[src/id_pkg.sv]
package id_pkg;

	typedef logic [31:0] word_t;
	typedef logic [4:0]  reg_addr_t;
	typedef logic [5:0]  opcode_t;
	typedef logic [5:0]  funct_t;
	typedef logic [3:0]  exc_t;

	typedef enum logic [3:0] {
		ALU_ADD, ALU_SUB, ALU_SLT, ALU_SLTU, ALU_AND, ALU_NOR,
		ALU_OR, ALU_XOR, ALU_SLL, ALU_SRL, ALU_SRA, ALU_LUI
	} alu_op_e;

	typedef enum logic [1:0] {SRC1_REG, SRC1_SA, SRC1_PC} src1_sel_e;
	typedef enum logic [1:0] {SRC2_REG, SRC2_IMM_S, SRC2_IMM_U, SRC2_EIGHT} src2_sel_e;
	typedef enum logic [1:0] {WADDR_RD, WADDR_RT, WADDR_LINK} waddr_sel_e;

	typedef enum logic [3:0] {
		BR_NONE, BR_BEQ, BR_BNE, BR_BGEZ, BR_BGTZ, BR_BLEZ, BR_BLTZ, BR_JIMM, BR_JREG
	} branch_kind_e;

	// exc_t bit positions
	localparam int EXC_FETCH   = 0;
	localparam int EXC_SYSCALL = 1;
	localparam int EXC_BREAK   = 2;
	localparam int EXC_RI      = 3;

	localparam reg_addr_t LINK_REG    = 5'd31;
	localparam word_t     LINK_OFFSET = 32'd8;

	localparam opcode_t OP_SPECIAL = 6'h00;
	localparam opcode_t OP_REGIMM  = 6'h01;
	localparam opcode_t OP_J       = 6'h02;
	localparam opcode_t OP_JAL     = 6'h03;
	localparam opcode_t OP_BEQ     = 6'h04;
	localparam opcode_t OP_BNE     = 6'h05;
	localparam opcode_t OP_BLEZ    = 6'h06;
	localparam opcode_t OP_BGTZ    = 6'h07;
	localparam opcode_t OP_ADDI    = 6'h08;
	localparam opcode_t OP_ADDIU   = 6'h09;
	localparam opcode_t OP_SLTI    = 6'h0a;
	localparam opcode_t OP_SLTIU   = 6'h0b;
	localparam opcode_t OP_ANDI    = 6'h0c;
	localparam opcode_t OP_ORI     = 6'h0d;
	localparam opcode_t OP_XORI    = 6'h0e;
	localparam opcode_t OP_LUI     = 6'h0f;

	localparam funct_t F_SLL     = 6'h00;
	localparam funct_t F_SRL     = 6'h02;
	localparam funct_t F_SRA     = 6'h03;
	localparam funct_t F_SLLV    = 6'h04;
	localparam funct_t F_SRLV    = 6'h06;
	localparam funct_t F_SRAV    = 6'h07;
	localparam funct_t F_JR      = 6'h08;
	localparam funct_t F_JALR    = 6'h09;
	localparam funct_t F_SYSCALL = 6'h0c;
	localparam funct_t F_BREAK   = 6'h0d;
	localparam funct_t F_ADD     = 6'h20;
	localparam funct_t F_ADDU    = 6'h21;
	localparam funct_t F_SUB     = 6'h22;
	localparam funct_t F_SUBU    = 6'h23;
	localparam funct_t F_AND     = 6'h24;
	localparam funct_t F_OR      = 6'h25;
	localparam funct_t F_XOR     = 6'h26;
	localparam funct_t F_NOR     = 6'h27;
	localparam funct_t F_SLT     = 6'h2a;
	localparam funct_t F_SLTU    = 6'h2b;

	// regimm branches are told apart by the rt field
	localparam reg_addr_t RT_BLTZ   = 5'h00;
	localparam reg_addr_t RT_BGEZ   = 5'h01;
	localparam reg_addr_t RT_BLTZAL = 5'h10;
	localparam reg_addr_t RT_BGEZAL = 5'h11;

endpackage

[src/id_ctrl_if.sv]
`timescale 1ns/1ps

interface id_ctrl_if;

	id_pkg::alu_op_e      aluop;
	id_pkg::src1_sel_e    src1_sel;
	id_pkg::src2_sel_e    src2_sel;
	id_pkg::waddr_sel_e   waddr_sel;
	logic                 wren;
	id_pkg::branch_kind_e branch_kind;
	logic                 link;     // return address pair goes to ex
	logic                 ov_inst;  // may overflow in ex
	id_pkg::exc_t         exc;

	modport ctrl (
		output aluop, src1_sel, src2_sel, waddr_sel, wren,
		output branch_kind, link, ov_inst, exc
	);

	modport opsel (input src1_sel, src2_sel, waddr_sel, link);

	modport branch (input branch_kind);

	modport pipe (input aluop, wren, ov_inst, exc);

endinterface

[src/id_control.sv]
`timescale 1ns/1ps

module id_control (
	input  id_pkg::word_t inst_i,
	input  logic          valid_i,
	input  logic          fetch_exc_i,
	output logic          rs_ren_o,
	output logic          rt_ren_o,
	id_ctrl_if.ctrl       ctrl
);

	id_pkg::opcode_t      opcode;
	id_pkg::funct_t       funct;
	id_pkg::reg_addr_t    rt;
	logic                 rs_zero;
	logic                 rt_zero;
	logic                 rd_zero;
	logic                 sa_zero;
	logic                 known;
	logic                 wr;
	logic                 lnk;
	logic                 ov;
	logic                 is_sys;
	logic                 is_brk;
	logic                 rs_ren;
	logic                 rt_ren;
	id_pkg::branch_kind_e kind;

	assign opcode  = inst_i[31:26];
	assign funct   = inst_i[5:0];
	assign rt      = inst_i[20:16];
	assign rs_zero = (inst_i[25:21] == 5'd0);
	assign rt_zero = (rt == 5'd0);
	assign rd_zero = (inst_i[15:11] == 5'd0);
	assign sa_zero = (inst_i[10:6] == 5'd0);

	always_comb begin
		known          = 1'b1;
		wr             = 1'b1;
		lnk            = 1'b0;
		ov             = 1'b0;
		is_sys         = 1'b0;
		is_brk         = 1'b0;
		rs_ren         = 1'b1;
		rt_ren         = 1'b0;
		kind           = id_pkg::BR_NONE;
		ctrl.aluop     = id_pkg::ALU_ADD;
		ctrl.src1_sel  = id_pkg::SRC1_REG;
		ctrl.src2_sel  = id_pkg::SRC2_REG;
		ctrl.waddr_sel = id_pkg::WADDR_RD;
		case (opcode)
		id_pkg::OP_SPECIAL: begin
			rt_ren = 1'b1;
			known  = sa_zero;  // most r-type want sa == 0
			case (funct)
			id_pkg::F_ADD, id_pkg::F_ADDU, id_pkg::F_SUB, id_pkg::F_SUBU: begin
				ctrl.aluop = funct[1] ? id_pkg::ALU_SUB : id_pkg::ALU_ADD;
				ov         = ~funct[0];  // signed forms only
			end
			id_pkg::F_SLT:  ctrl.aluop = id_pkg::ALU_SLT;
			id_pkg::F_SLTU: ctrl.aluop = id_pkg::ALU_SLTU;
			id_pkg::F_AND:  ctrl.aluop = id_pkg::ALU_AND;
			id_pkg::F_OR:   ctrl.aluop = id_pkg::ALU_OR;
			id_pkg::F_XOR:  ctrl.aluop = id_pkg::ALU_XOR;
			id_pkg::F_NOR:  ctrl.aluop = id_pkg::ALU_NOR;
			id_pkg::F_SLL, id_pkg::F_SRL, id_pkg::F_SRA,
			id_pkg::F_SLLV, id_pkg::F_SRLV, id_pkg::F_SRAV: begin
				ctrl.aluop = funct[1] ? (funct[0] ? id_pkg::ALU_SRA : id_pkg::ALU_SRL)
					: id_pkg::ALU_SLL;
				if (!funct[2]) begin  // shift by sa
					known         = rs_zero;
					rs_ren        = 1'b0;
					ctrl.src1_sel = id_pkg::SRC1_SA;
				end
			end
			id_pkg::F_JR, id_pkg::F_JALR: begin
				known  = sa_zero & rt_zero & (funct[0] | rd_zero);
				rt_ren = 1'b0;
				wr     = 1'b0;
				lnk    = funct[0];  // jalr writes rd
				kind   = id_pkg::BR_JREG;
			end
			id_pkg::F_SYSCALL, id_pkg::F_BREAK: begin
				known  = 1'b1;
				rs_ren = 1'b0;
				rt_ren = 1'b0;
				wr     = 1'b0;
				is_sys = ~funct[0];
				is_brk = funct[0];
			end
			default: known = 1'b0;
			endcase
		end
		id_pkg::OP_REGIMM: begin
			wr             = 1'b0;
			lnk            = rt[4];
			ctrl.waddr_sel = id_pkg::WADDR_LINK;
			case (rt)
			id_pkg::RT_BLTZ, id_pkg::RT_BLTZAL: kind = id_pkg::BR_BLTZ;
			id_pkg::RT_BGEZ, id_pkg::RT_BGEZAL: kind = id_pkg::BR_BGEZ;
			default: known = 1'b0;
			endcase
		end
		id_pkg::OP_J, id_pkg::OP_JAL: begin
			rs_ren         = 1'b0;
			wr             = 1'b0;
			lnk            = opcode[0];
			kind           = id_pkg::BR_JIMM;
			ctrl.waddr_sel = id_pkg::WADDR_LINK;
		end
		id_pkg::OP_BEQ, id_pkg::OP_BNE: begin
			rt_ren = 1'b1;
			wr     = 1'b0;
			kind   = opcode[0] ? id_pkg::BR_BNE : id_pkg::BR_BEQ;
		end
		id_pkg::OP_BLEZ, id_pkg::OP_BGTZ: begin
			known = rt_zero;
			wr    = 1'b0;
			kind  = opcode[0] ? id_pkg::BR_BGTZ : id_pkg::BR_BLEZ;
		end
		id_pkg::OP_ADDI, id_pkg::OP_ADDIU, id_pkg::OP_SLTI, id_pkg::OP_SLTIU: begin
			ctrl.src2_sel  = id_pkg::SRC2_IMM_S;
			ctrl.waddr_sel = id_pkg::WADDR_RT;
			ov             = (opcode == id_pkg::OP_ADDI);
			case (opcode[1:0])
			2'b10:   ctrl.aluop = id_pkg::ALU_SLT;
			2'b11:   ctrl.aluop = id_pkg::ALU_SLTU;
			default: ctrl.aluop = id_pkg::ALU_ADD;
			endcase
		end
		id_pkg::OP_ANDI, id_pkg::OP_ORI, id_pkg::OP_XORI, id_pkg::OP_LUI: begin
			ctrl.src2_sel  = id_pkg::SRC2_IMM_U;
			ctrl.waddr_sel = id_pkg::WADDR_RT;
			case (opcode[1:0])
			2'b00:   ctrl.aluop = id_pkg::ALU_AND;
			2'b01:   ctrl.aluop = id_pkg::ALU_OR;
			2'b10:   ctrl.aluop = id_pkg::ALU_XOR;
			default: begin
				ctrl.aluop = id_pkg::ALU_LUI;
				known      = rs_zero;
				rs_ren     = 1'b0;
			end
			endcase
		end
		default: begin
			known  = 1'b0;
			rs_ren = 1'b0;
		end
		endcase
	end

	assign rs_ren_o         = rs_ren & known;
	assign rt_ren_o         = rt_ren & known;
	assign ctrl.wren        = valid_i & known & (wr | lnk);
	assign ctrl.link        = known & lnk;
	assign ctrl.ov_inst     = valid_i & known & ov;
	assign ctrl.branch_kind = (valid_i && known) ? kind : id_pkg::BR_NONE;

	always_comb begin
		ctrl.exc                     = '0;
		ctrl.exc[id_pkg::EXC_FETCH]   = valid_i & fetch_exc_i;
		ctrl.exc[id_pkg::EXC_SYSCALL] = valid_i & known & is_sys;
		ctrl.exc[id_pkg::EXC_BREAK]   = valid_i & known & is_brk;
		ctrl.exc[id_pkg::EXC_RI]      = valid_i & ~known;
	end

endmodule

[src/id_operand_select.sv]
`timescale 1ns/1ps

module id_operand_select (
	input  id_pkg::word_t     inst_i,
	input  id_pkg::word_t     pc_i,
	input  id_pkg::word_t     rs_data_i,
	input  id_pkg::word_t     rt_data_i,
	id_ctrl_if.opsel          sel,
	output id_pkg::word_t     opr1_o,
	output id_pkg::word_t     opr2_o,
	output id_pkg::reg_addr_t waddr_o
);

	id_pkg::word_t     sign_ext;
	id_pkg::word_t     zero_ext;
	id_pkg::word_t     upper_ext;
	id_pkg::word_t     sa_ext;
	logic              is_lui;
	id_pkg::src1_sel_e src1;
	id_pkg::src2_sel_e src2;

	assign sign_ext  = {{16{inst_i[15]}}, inst_i[15:0]};
	assign zero_ext  = {16'h0, inst_i[15:0]};
	assign upper_ext = {inst_i[15:0], 16'h0};
	assign sa_ext    = {27'h0, inst_i[10:6]};
	assign is_lui    = (inst_i[31:26] == id_pkg::OP_LUI);

	// link forms send pc and 8 so ex adds up the return address
	assign src1 = sel.link ? id_pkg::SRC1_PC : sel.src1_sel;
	assign src2 = sel.link ? id_pkg::SRC2_EIGHT : sel.src2_sel;

	always_comb begin
		case (src1)
		id_pkg::SRC1_SA: opr1_o = sa_ext;
		id_pkg::SRC1_PC: opr1_o = pc_i;
		default:         opr1_o = rs_data_i;
		endcase
	end

	always_comb begin
		case (src2)
		id_pkg::SRC2_IMM_S: opr2_o = sign_ext;
		id_pkg::SRC2_IMM_U: opr2_o = is_lui ? upper_ext : zero_ext;
		id_pkg::SRC2_EIGHT: opr2_o = id_pkg::LINK_OFFSET;
		default:            opr2_o = rt_data_i;
		endcase
	end

	always_comb begin
		case (sel.waddr_sel)
		id_pkg::WADDR_RT:   waddr_o = inst_i[20:16];
		id_pkg::WADDR_LINK: waddr_o = id_pkg::LINK_REG;
		default:            waddr_o = inst_i[15:11];
		endcase
	end

endmodule

[src/id_branch_unit.sv]
`timescale 1ns/1ps

module id_branch_unit (
	input  id_pkg::word_t inst_i,
	input  id_pkg::word_t pc_i,
	input  id_pkg::word_t rs_data_i,
	input  id_pkg::word_t rt_data_i,
	id_ctrl_if.branch     br,
	output logic          branch_en_o,
	output id_pkg::word_t branch_pc_o
);

	id_pkg::word_t pcp4;
	id_pkg::word_t sign_ext;
	id_pkg::word_t b_target;
	id_pkg::word_t j_target;
	logic          eq;
	logic          ltz;
	logic          lez;

	assign pcp4     = pc_i + 32'd4;
	assign sign_ext = {{16{inst_i[15]}}, inst_i[15:0]};
	assign b_target = pcp4 + {sign_ext[29:0], 2'b00};
	assign j_target = {pcp4[31:28], inst_i[25:0], 2'b00};  // stays in the 256MB region

	assign eq  = (rs_data_i == rt_data_i);
	assign ltz = rs_data_i[31];
	assign lez = ltz | (rs_data_i == 32'd0);

	always_comb begin
		case (br.branch_kind)
		id_pkg::BR_BEQ:  branch_en_o = eq;
		id_pkg::BR_BNE:  branch_en_o = ~eq;
		id_pkg::BR_BGEZ: branch_en_o = ~ltz;
		id_pkg::BR_BGTZ: branch_en_o = ~lez;
		id_pkg::BR_BLEZ: branch_en_o = lez;
		id_pkg::BR_BLTZ: branch_en_o = ltz;
		id_pkg::BR_JIMM, id_pkg::BR_JREG: branch_en_o = 1'b1;
		default:         branch_en_o = 1'b0;
		endcase
	end

	always_comb begin
		case (br.branch_kind)
		id_pkg::BR_NONE: branch_pc_o = '0;
		id_pkg::BR_JIMM: branch_pc_o = j_target;
		id_pkg::BR_JREG: branch_pc_o = rs_data_i;
		default:         branch_pc_o = b_target;
		endcase
	end

endmodule

[src/id_pipe_reg.sv]
`timescale 1ns/1ps

module id_pipe_reg (
	input  logic              clk,
	input  logic              rst_n_i,
	input  logic              stall_i,
	input  logic              flush_i,
	input  logic              valid_i,
	input  id_pkg::word_t     pc_i,
	input  id_pkg::word_t     opr1_i,
	input  id_pkg::word_t     opr2_i,
	input  id_pkg::word_t     rt_data_i,
	input  id_pkg::reg_addr_t waddr_i,
	id_ctrl_if.pipe           pl,
	output logic              ex_valid_o,
	output id_pkg::word_t     ex_pc_o,
	output id_pkg::word_t     ex_opr1_o,
	output id_pkg::word_t     ex_opr2_o,
	output id_pkg::word_t     ex_rtvalue_o,
	output id_pkg::alu_op_e   ex_aluop_o,
	output logic              ex_wren_o,
	output id_pkg::reg_addr_t ex_waddr_o,
	output id_pkg::exc_t      ex_exc_o,
	output logic              ex_has_exc_o,
	output logic              ex_ov_inst_o
);

	always_ff @(posedge clk or negedge rst_n_i) begin
		if (!rst_n_i) begin
			ex_valid_o   <= 1'b0;
			ex_pc_o      <= '0;
			ex_opr1_o    <= '0;
			ex_opr2_o    <= '0;
			ex_rtvalue_o <= '0;
			ex_aluop_o   <= id_pkg::ALU_ADD;
			ex_wren_o    <= 1'b0;
			ex_waddr_o   <= '0;
			ex_exc_o     <= '0;
			ex_has_exc_o <= 1'b0;
			ex_ov_inst_o <= 1'b0;
		end else if (!stall_i) begin  // stall wins over flush
			if (flush_i) begin
				ex_valid_o   <= 1'b0;
				ex_pc_o      <= '0;
				ex_opr1_o    <= '0;
				ex_opr2_o    <= '0;
				ex_rtvalue_o <= '0;
				ex_aluop_o   <= id_pkg::ALU_ADD;
				ex_wren_o    <= 1'b0;
				ex_waddr_o   <= '0;
				ex_exc_o     <= '0;
				ex_has_exc_o <= 1'b0;
				ex_ov_inst_o <= 1'b0;
			end else begin
				ex_valid_o   <= valid_i;
				ex_pc_o      <= pc_i;
				ex_opr1_o    <= opr1_i;
				ex_opr2_o    <= opr2_i;
				ex_rtvalue_o <= rt_data_i;
				ex_aluop_o   <= pl.aluop;
				ex_wren_o    <= pl.wren;
				ex_waddr_o   <= waddr_i;
				ex_exc_o     <= pl.exc;
				ex_has_exc_o <= |pl.exc;
				ex_ov_inst_o <= pl.ov_inst;
			end
		end
	end

endmodule

[src/id_stage_top.sv]
`timescale 1ns/1ps

module id_stage_top (
	input  logic              clk,
	input  logic              rst_n_i,
	input  logic              stall_i,
	input  logic              flush_i,
	input  logic              valid_i,
	input  logic              fetch_exc_i,
	input  id_pkg::word_t     pc_i,
	input  id_pkg::word_t     inst_i,
	input  id_pkg::word_t     rs_data_i,
	input  id_pkg::word_t     rt_data_i,
	output id_pkg::reg_addr_t rs_addr_o,
	output id_pkg::reg_addr_t rt_addr_o,
	output logic              rs_ren_o,
	output logic              rt_ren_o,
	output logic              branch_en_o,
	output id_pkg::word_t     branch_pc_o,
	output logic              ex_valid_o,
	output id_pkg::word_t     ex_pc_o,
	output id_pkg::word_t     ex_opr1_o,
	output id_pkg::word_t     ex_opr2_o,
	output id_pkg::word_t     ex_rtvalue_o,
	output id_pkg::alu_op_e   ex_aluop_o,
	output logic              ex_wren_o,
	output id_pkg::reg_addr_t ex_waddr_o,
	output id_pkg::exc_t      ex_exc_o,
	output logic              ex_has_exc_o,
	output logic              ex_ov_inst_o
);

	id_pkg::word_t     opr1;
	id_pkg::word_t     opr2;
	id_pkg::reg_addr_t waddr;

	id_ctrl_if ctrl_if ();

	// regfile read ports
	assign rs_addr_o = inst_i[25:21];
	assign rt_addr_o = inst_i[20:16];

	id_control control_i (
		.inst_i      (inst_i),
		.valid_i     (valid_i),
		.fetch_exc_i (fetch_exc_i),
		.rs_ren_o    (rs_ren_o),
		.rt_ren_o    (rt_ren_o),
		.ctrl        (ctrl_if.ctrl)
	);

	id_operand_select operand_select_i (
		.inst_i    (inst_i),
		.pc_i      (pc_i),
		.rs_data_i (rs_data_i),
		.rt_data_i (rt_data_i),
		.sel       (ctrl_if.opsel),
		.opr1_o    (opr1),
		.opr2_o    (opr2),
		.waddr_o   (waddr)
	);

	id_branch_unit branch_unit_i (
		.inst_i      (inst_i),
		.pc_i        (pc_i),
		.rs_data_i   (rs_data_i),
		.rt_data_i   (rt_data_i),
		.br          (ctrl_if.branch),
		.branch_en_o (branch_en_o),
		.branch_pc_o (branch_pc_o)
	);

	id_pipe_reg pipe_reg_i (
		.clk          (clk),
		.rst_n_i      (rst_n_i),
		.stall_i      (stall_i),
		.flush_i      (flush_i),
		.valid_i      (valid_i),
		.pc_i         (pc_i),
		.opr1_i       (opr1),
		.opr2_i       (opr2),
		.rt_data_i    (rt_data_i),
		.waddr_i      (waddr),
		.pl           (ctrl_if.pipe),
		.ex_valid_o   (ex_valid_o),
		.ex_pc_o      (ex_pc_o),
		.ex_opr1_o    (ex_opr1_o),
		.ex_opr2_o    (ex_opr2_o),
		.ex_rtvalue_o (ex_rtvalue_o),
		.ex_aluop_o   (ex_aluop_o),
		.ex_wren_o    (ex_wren_o),
		.ex_waddr_o   (ex_waddr_o),
		.ex_exc_o     (ex_exc_o),
		.ex_has_exc_o (ex_has_exc_o),
		.ex_ov_inst_o (ex_ov_inst_o)
	);

endmodule

[config.mk]
export PLATFORM = sky130hd
export DESIGN_NAME = id_stage_top
export DESIGN_NICKNAME = d
export VERILOG_FILES = /design/src/id_pkg.sv /design/src/id_ctrl_if.sv /design/src/id_control.sv /design/src/id_operand_select.sv /design/src/id_branch_unit.sv /design/src/id_pipe_reg.sv /design/src/id_stage_top.sv
export SDC_FILE = /design/constraint.sdc
export NUM_CORES = 1
export LEC_CHECK = 0
export ABC_AREA = 1
export BUFFER_PORTS_ARGS = -buffer_cell sky130_fd_sc_hd__buf_2
export CAP_MARGIN = 20
export CORE_MARGIN = 2
export CORE_UTILIZATION = 45
export DETAILED_ROUTE_END_ITERATION = 7
export PLACE_DENSITY_LB_ADDON = 0.08
export SLEW_MARGIN = 20
export SYNTH_ARGS = -nofsm -noshare
export SYNTH_HDL_FRONTEND = slang
export SYNTH_SLANG_ARGS = --single-unit
[constraint.sdc]
create_clock -name clk -period 8.5 [get_ports clk]
set_input_delay 0.425 -clock clk [delete_from_list [all_inputs] [get_ports clk]]
set_output_delay 0.425 -clock clk [all_outputs]
set_load 0.05 [all_outputs]
==> results <==
- The classification of the worst-slack hold path is in -> async.
- The number of port buffers is 323.
- Sorting the synthesized cells by area gives the leading types as sky130_fd_sc_hd__dfrtp_1 35%, sky130_fd_sc_hd__nand2_1 15%, sky130_fd_sc_hd__inv_1 5.4%.
- sky130_fd_sc_hd__nand2_1 is the most common cell in the netlist.
- Cells with a size suffix above 1 make up a little under a quarter of the layout.
- For the worst setup path, the data arrival time is around 4.1 ns.
- By area, the combinational part of the netlist is dominated by simple AND/OR/NAND/NOR gates.
- The number of search-and-repair iterations in the first detailed-routing pass is 6.
- The floorplan step set the die height to 156 um.
- Among the stages of the critical path, the cell type that occurs most often is sky130_fd_sc_hd__nand2_1.
- In this run, post-CTS repair resized a total of 0 instances.
- The worst setup path is captured at an output pin.
- Hold repair after CTS inserted 0 buffers.
- Once detailed placement completed, the half-perimeter wirelength came to about 32000 um.
- The pin count of the biggest net entering global routing is 85.
- Of the total synthesized cell area, the portion taken by XOR and XNOR cells is 5.28%.
- The critical setup path kind is in -> out.
- Along the worst path, the maximum fanout reaches 5.
- Summing all multi-input logic gate instances after layout gives 5840 sq um.
- In the synthesized netlist, the number of instances is roughly 1500.
- The longest individual stage delay on the worst path is between 0.3 and 0.4 ns.
- The total global routing track utilization is 34.9%.
- Derived from the worst setup path, the maximum achievable clock frequency is approximately 0.22 GHz.
- In the routed design, unresolved DRC markers number 0.
- Of the total synthesized cell area, the portion taken by full adders, half adders and majority gates is 4.05%.
- After detailed routing, the number of vias per cell comes to 5.74.
- The clock transition at the register clock pins on the worst setup and hold paths after CTS is 0.07 ns.
- The flip-flop and latch count after synthesis is 145.
- Of the total synthesized cell area, the portion taken by AND, OR, NAND and NOR gates is between 20% and 30%.
- The cell area that synthesis handed to floorplanning was 10400 sq um.
- The synthesized-area fraction occupied by ao, oa, aoi and oai cells is 18.1%.
- The completed layout was analyzed and its total power is 0.00222 W.
- The number of DRC markers after the initial detailed-route iteration is just over 900.
- The TritonCTS buffer count is 17.
- The floorplan has 55 rows.
- Once detail routing completed, the nets flagged for antenna violations numbered 0.
- The wire length reported by the detailed router is between 40000 and 50000 um.
- The number of fill cells is about 2300.
- The share of flip-flops with an asynchronous set or reset is 100%.
- In this run the biggest area consumer among cell types represents between 30% and 40% of the synthesized area.
- The synthesized area per cell is 7.13 sq um.
- Setup repair after global routing left no endpoint under its margin.
- The critical path startpoint category is an input pin.
- At the pin with the least slew margin, the transition time is 0.957 ns.
- The signal on the critical path passes through buf_2 -> ha_1 -> nand2_1 -> nor2_1 -> nand2_1 -> nor3_1 -> nand4_1 -> nor2_1 -> nand4_1 -> o21ai_0 -> o21ai_0 -> inv_1 -> ha_1 -> a21oi_1 -> o21ai_0 -> a211oi_1 -> o211ai_1 -> xor2_1 -> nand2_1 -> nand2_1 -> buf_2.
- The count of boundary I/O pins is ~320.
- The worst path required time is 8.08 ns.
- The highest-delay cell along the critical path is sky130_fd_sc_hd__nor2_1.
- Of all cell types, the one taking the most synthesized area is sky130_fd_sc_hd__dfrtp_1.
- Headroom to the max-slew limit came out at 36.2%.
- The number of flops mapped to enable cells by yosys is 0.
- Compared with the post-synthesis result, the final layout area differs by 22.4%.
- CTS saw 145 sinks.
- The flow ran to the end, and the final reports show no timing, DRC or antenna violations.
- Dividing the detail-routed wire length by the instance count gives 20.9 um.
- The clock insertion delay at the later pin of the skew report is 0.43 ns.
- The number of hold-slack violations in the final timing report was 0.
- Routability-driven placement finished with a final weighted congestion of 0.970.
- The setup skew after layout is 0 ns.
- Counting instances in the post-synthesis netlist gives the leading cell types as 415 x sky130_fd_sc_hd__nand2_1, 150 x sky130_fd_sc_hd__inv_1, 145 x sky130_fd_sc_hd__dfrtp_1.
- The CTS tree is built.
- The final count of pins violating max slew is 0.
- Adding up every negative setup slack in the final design gives 0 ns.
- In this run the static leakage power is around 6.7 nW.
- The via count of the first global-routing pass came to between 10000 and 15000.
- The cell at the root of the clock tree is sky130_fd_sc_hd__clkbuf_16.
- The power density normalized to cell area is ~170 nW/um^2.
- For this run the aggregate overflow at the end of global routing stands at 0.
- The reported max-cap violation count is 0.
- The number of different library cells used by synthesis comes to 54.
- The maximum number of buffers from clock root to sink is 2.
- Across the whole layout, storage elements account for 3630 sq um.
- The first global-routing pass estimated 64200 um of wire.
- The floorplan step defined a die boundary enclosing 24300 sq um.
- The portion of netlist area occupied by mux cells is 0%.
- For this run, the register share of the synthesized area comes to 34.9%.
- The H-tree generated during clock tree synthesis spans 4 levels.
- The number of vias in the routed layout is 11708.
- The number of nets in the synthesized netlist is 1623.
- The standard cell core area is 22600 sq um.
- The number of antenna violations at the first check in global routing is 1.
- Once layout is done, the placed cells without fillers occupy 12700 sq um.
- The number of warnings issued by yosys is 0.
- The number of setup buffers added after CTS is 0.
- Prior to clock tree synthesis, the placed netlist has a worst setup slack of 4.00 ns.
- The final layout contains 1906 nets.
- The starting density of the core is 45.9%.
- The worst path uses 53.5% of the clock period.
- The worst path needs between 4 and 5 ns of the cycle, external delays included.
- Once placement finished, the instance area stood at between 10000 and 15000 sq um.
- The most used flip-flop cell after synthesis is sky130_fd_sc_hd__dfrtp_1.
- The floorplan step set the die width to 156 um.
- The maximum ir drop on the vdd rail is 0.117 mV.
- The number of endpoints failing setup at the final stage is 0.
- The worst register-to-register path has a depth of 2.
- The least setup slack across all paths after layout is 3.95 ns.
==> state kept, by name (all words and copies together) (netlist names), 4 cells and up <==
signal and flops:
pipe_reg_i.ex_exc_o 4, pipe_reg_i.ex_waddr_o 5, pipe_reg_i.ex_rtvalue_o 32, pipe_reg_i.ex_opr1_o 32
pipe_reg_i.ex_pc_o 32, pipe_reg_i.ex_aluop_o 4, pipe_reg_i.ex_opr2_o 32
==> final cells by class <==
type	count	area share, %
clock buffers	17	3.35
clock inverters	15	1.35
inverters	160	4.74
repair buffers	331	13.3
diodes	1	0.0197
well taps	285	2.81
multi-input cells	1084	45.9
flip-flops and latches	145	28.5
==> power by group <==
group / internal, W / switching [W] / leakage, nW / total (W)
clock: 0.000395 / 0.000380 / 0.276 / 0.000775
sequential: 0.000742 / 0.0000293 / 1.90 / 0.000772
combinational: 0.000169 / 0.000501 / 4.56 / 0.000670
total: 0.00131 / 0.000911 / 6.74 / 0.00222
==> per-layer routing <==
metal	GRT usage, %	share of wire [%]	vias up
met3	7.44	8.8	86
met5	0	0	-
met4	14.3	3.6	0
met2	57.1	47	571
met1	45.2	41	5589
li1	-	-	5462
==> stage by stage <==
| stage | instances | hold slack [ns] | util (%) |
|---|---|---|---|
| 6_report | 2038 | 0.0441 | 56.1 |
| 5_1_grt | 2037 | 0.102 | 56.1 |
| 4_1_cts | 2037 | 0.0776 | 56.1 |
| 3_5_place_dp | 2005 | 0.459 | 53.5 |
| 3_3_place_gp | 2005 | 0.458 | 53.5 |
| 2_1_floorplan | 1456 | 0.129 | - |
==> cells by family (layout without fill, tap and decap cells) <==
group | Yosys count | after routing
simple gates | 694 | 694
compound gates | 296 | 296
buf+inv | 227 | 523
flops | 145 | 145
xor+xnor | 61 | 61
fa+ha+maj | 33 | 33
other cells | 0 | 1
==> worst max-delay path, delay by kind of cell <==
kind	cells	cell delay (ns)
XOR/XNOR	1	0.16
adder cells (fa/ha/maj)	2	0.51
buffers and inverters	3	0.45
AO/OA/AOI/OAI	6	1.07
AND/OR/NAND/NOR	9	1.48
==> layout by cell type (no fill, tap or decap), types with 26 or more instances in the layout <==
cell type	instances
sky130_fd_sc_hd__nand2_1	415
sky130_fd_sc_hd__dfrtp_1	145
sky130_fd_sc_hd__nor2_1	103
sky130_fd_sc_hd__o21ai_0	110
sky130_fd_sc_hd__a21oi_1	54
sky130_fd_sc_hd__inv_1	149
sky130_fd_sc_hd__a22oi_1	29
sky130_fd_sc_hd__ha_1	32
sky130_fd_sc_hd__o211ai_1	26
sky130_fd_sc_hd__xor2_1	41
sky130_fd_sc_hd__nand4_1	33
sky130_fd_sc_hd__nand3_1	77
sky130_fd_sc_hd__buf_2	321
==> final timing paths <==
kind,endpoint,startpoint,slack (ns)
setup / recovery,branch_pc_o[31],pc_i[2],3.95
max in group asynchronous,pipe_reg_i.ex_pc_o[23]$_DFFE_PN0N_,rst_n_i,7.07
hold reg to reg,pipe_reg_i.ex_rtvalue_o[8]$_DFFE_PN0N_,pipe_reg_i.ex_rtvalue_o[8]$_DFFE_PN0N_,0.47
min in group clk,pipe_reg_i.ex_exc_o[0]$_DFFE_PN0N_,fetch_exc_i,0.27
setup reg to reg,pipe_reg_i.ex_opr1_o[31]$_DFFE_PN0N_,pipe_reg_i.ex_opr1_o[31]$_DFFE_PN0N_,7.73
hold / removal,pipe_reg_i.ex_rtvalue_o[5]$_DFFE_PN0N_,rst_n_i,0.04
Note: power is estimated with default switching activity, not from simulation.
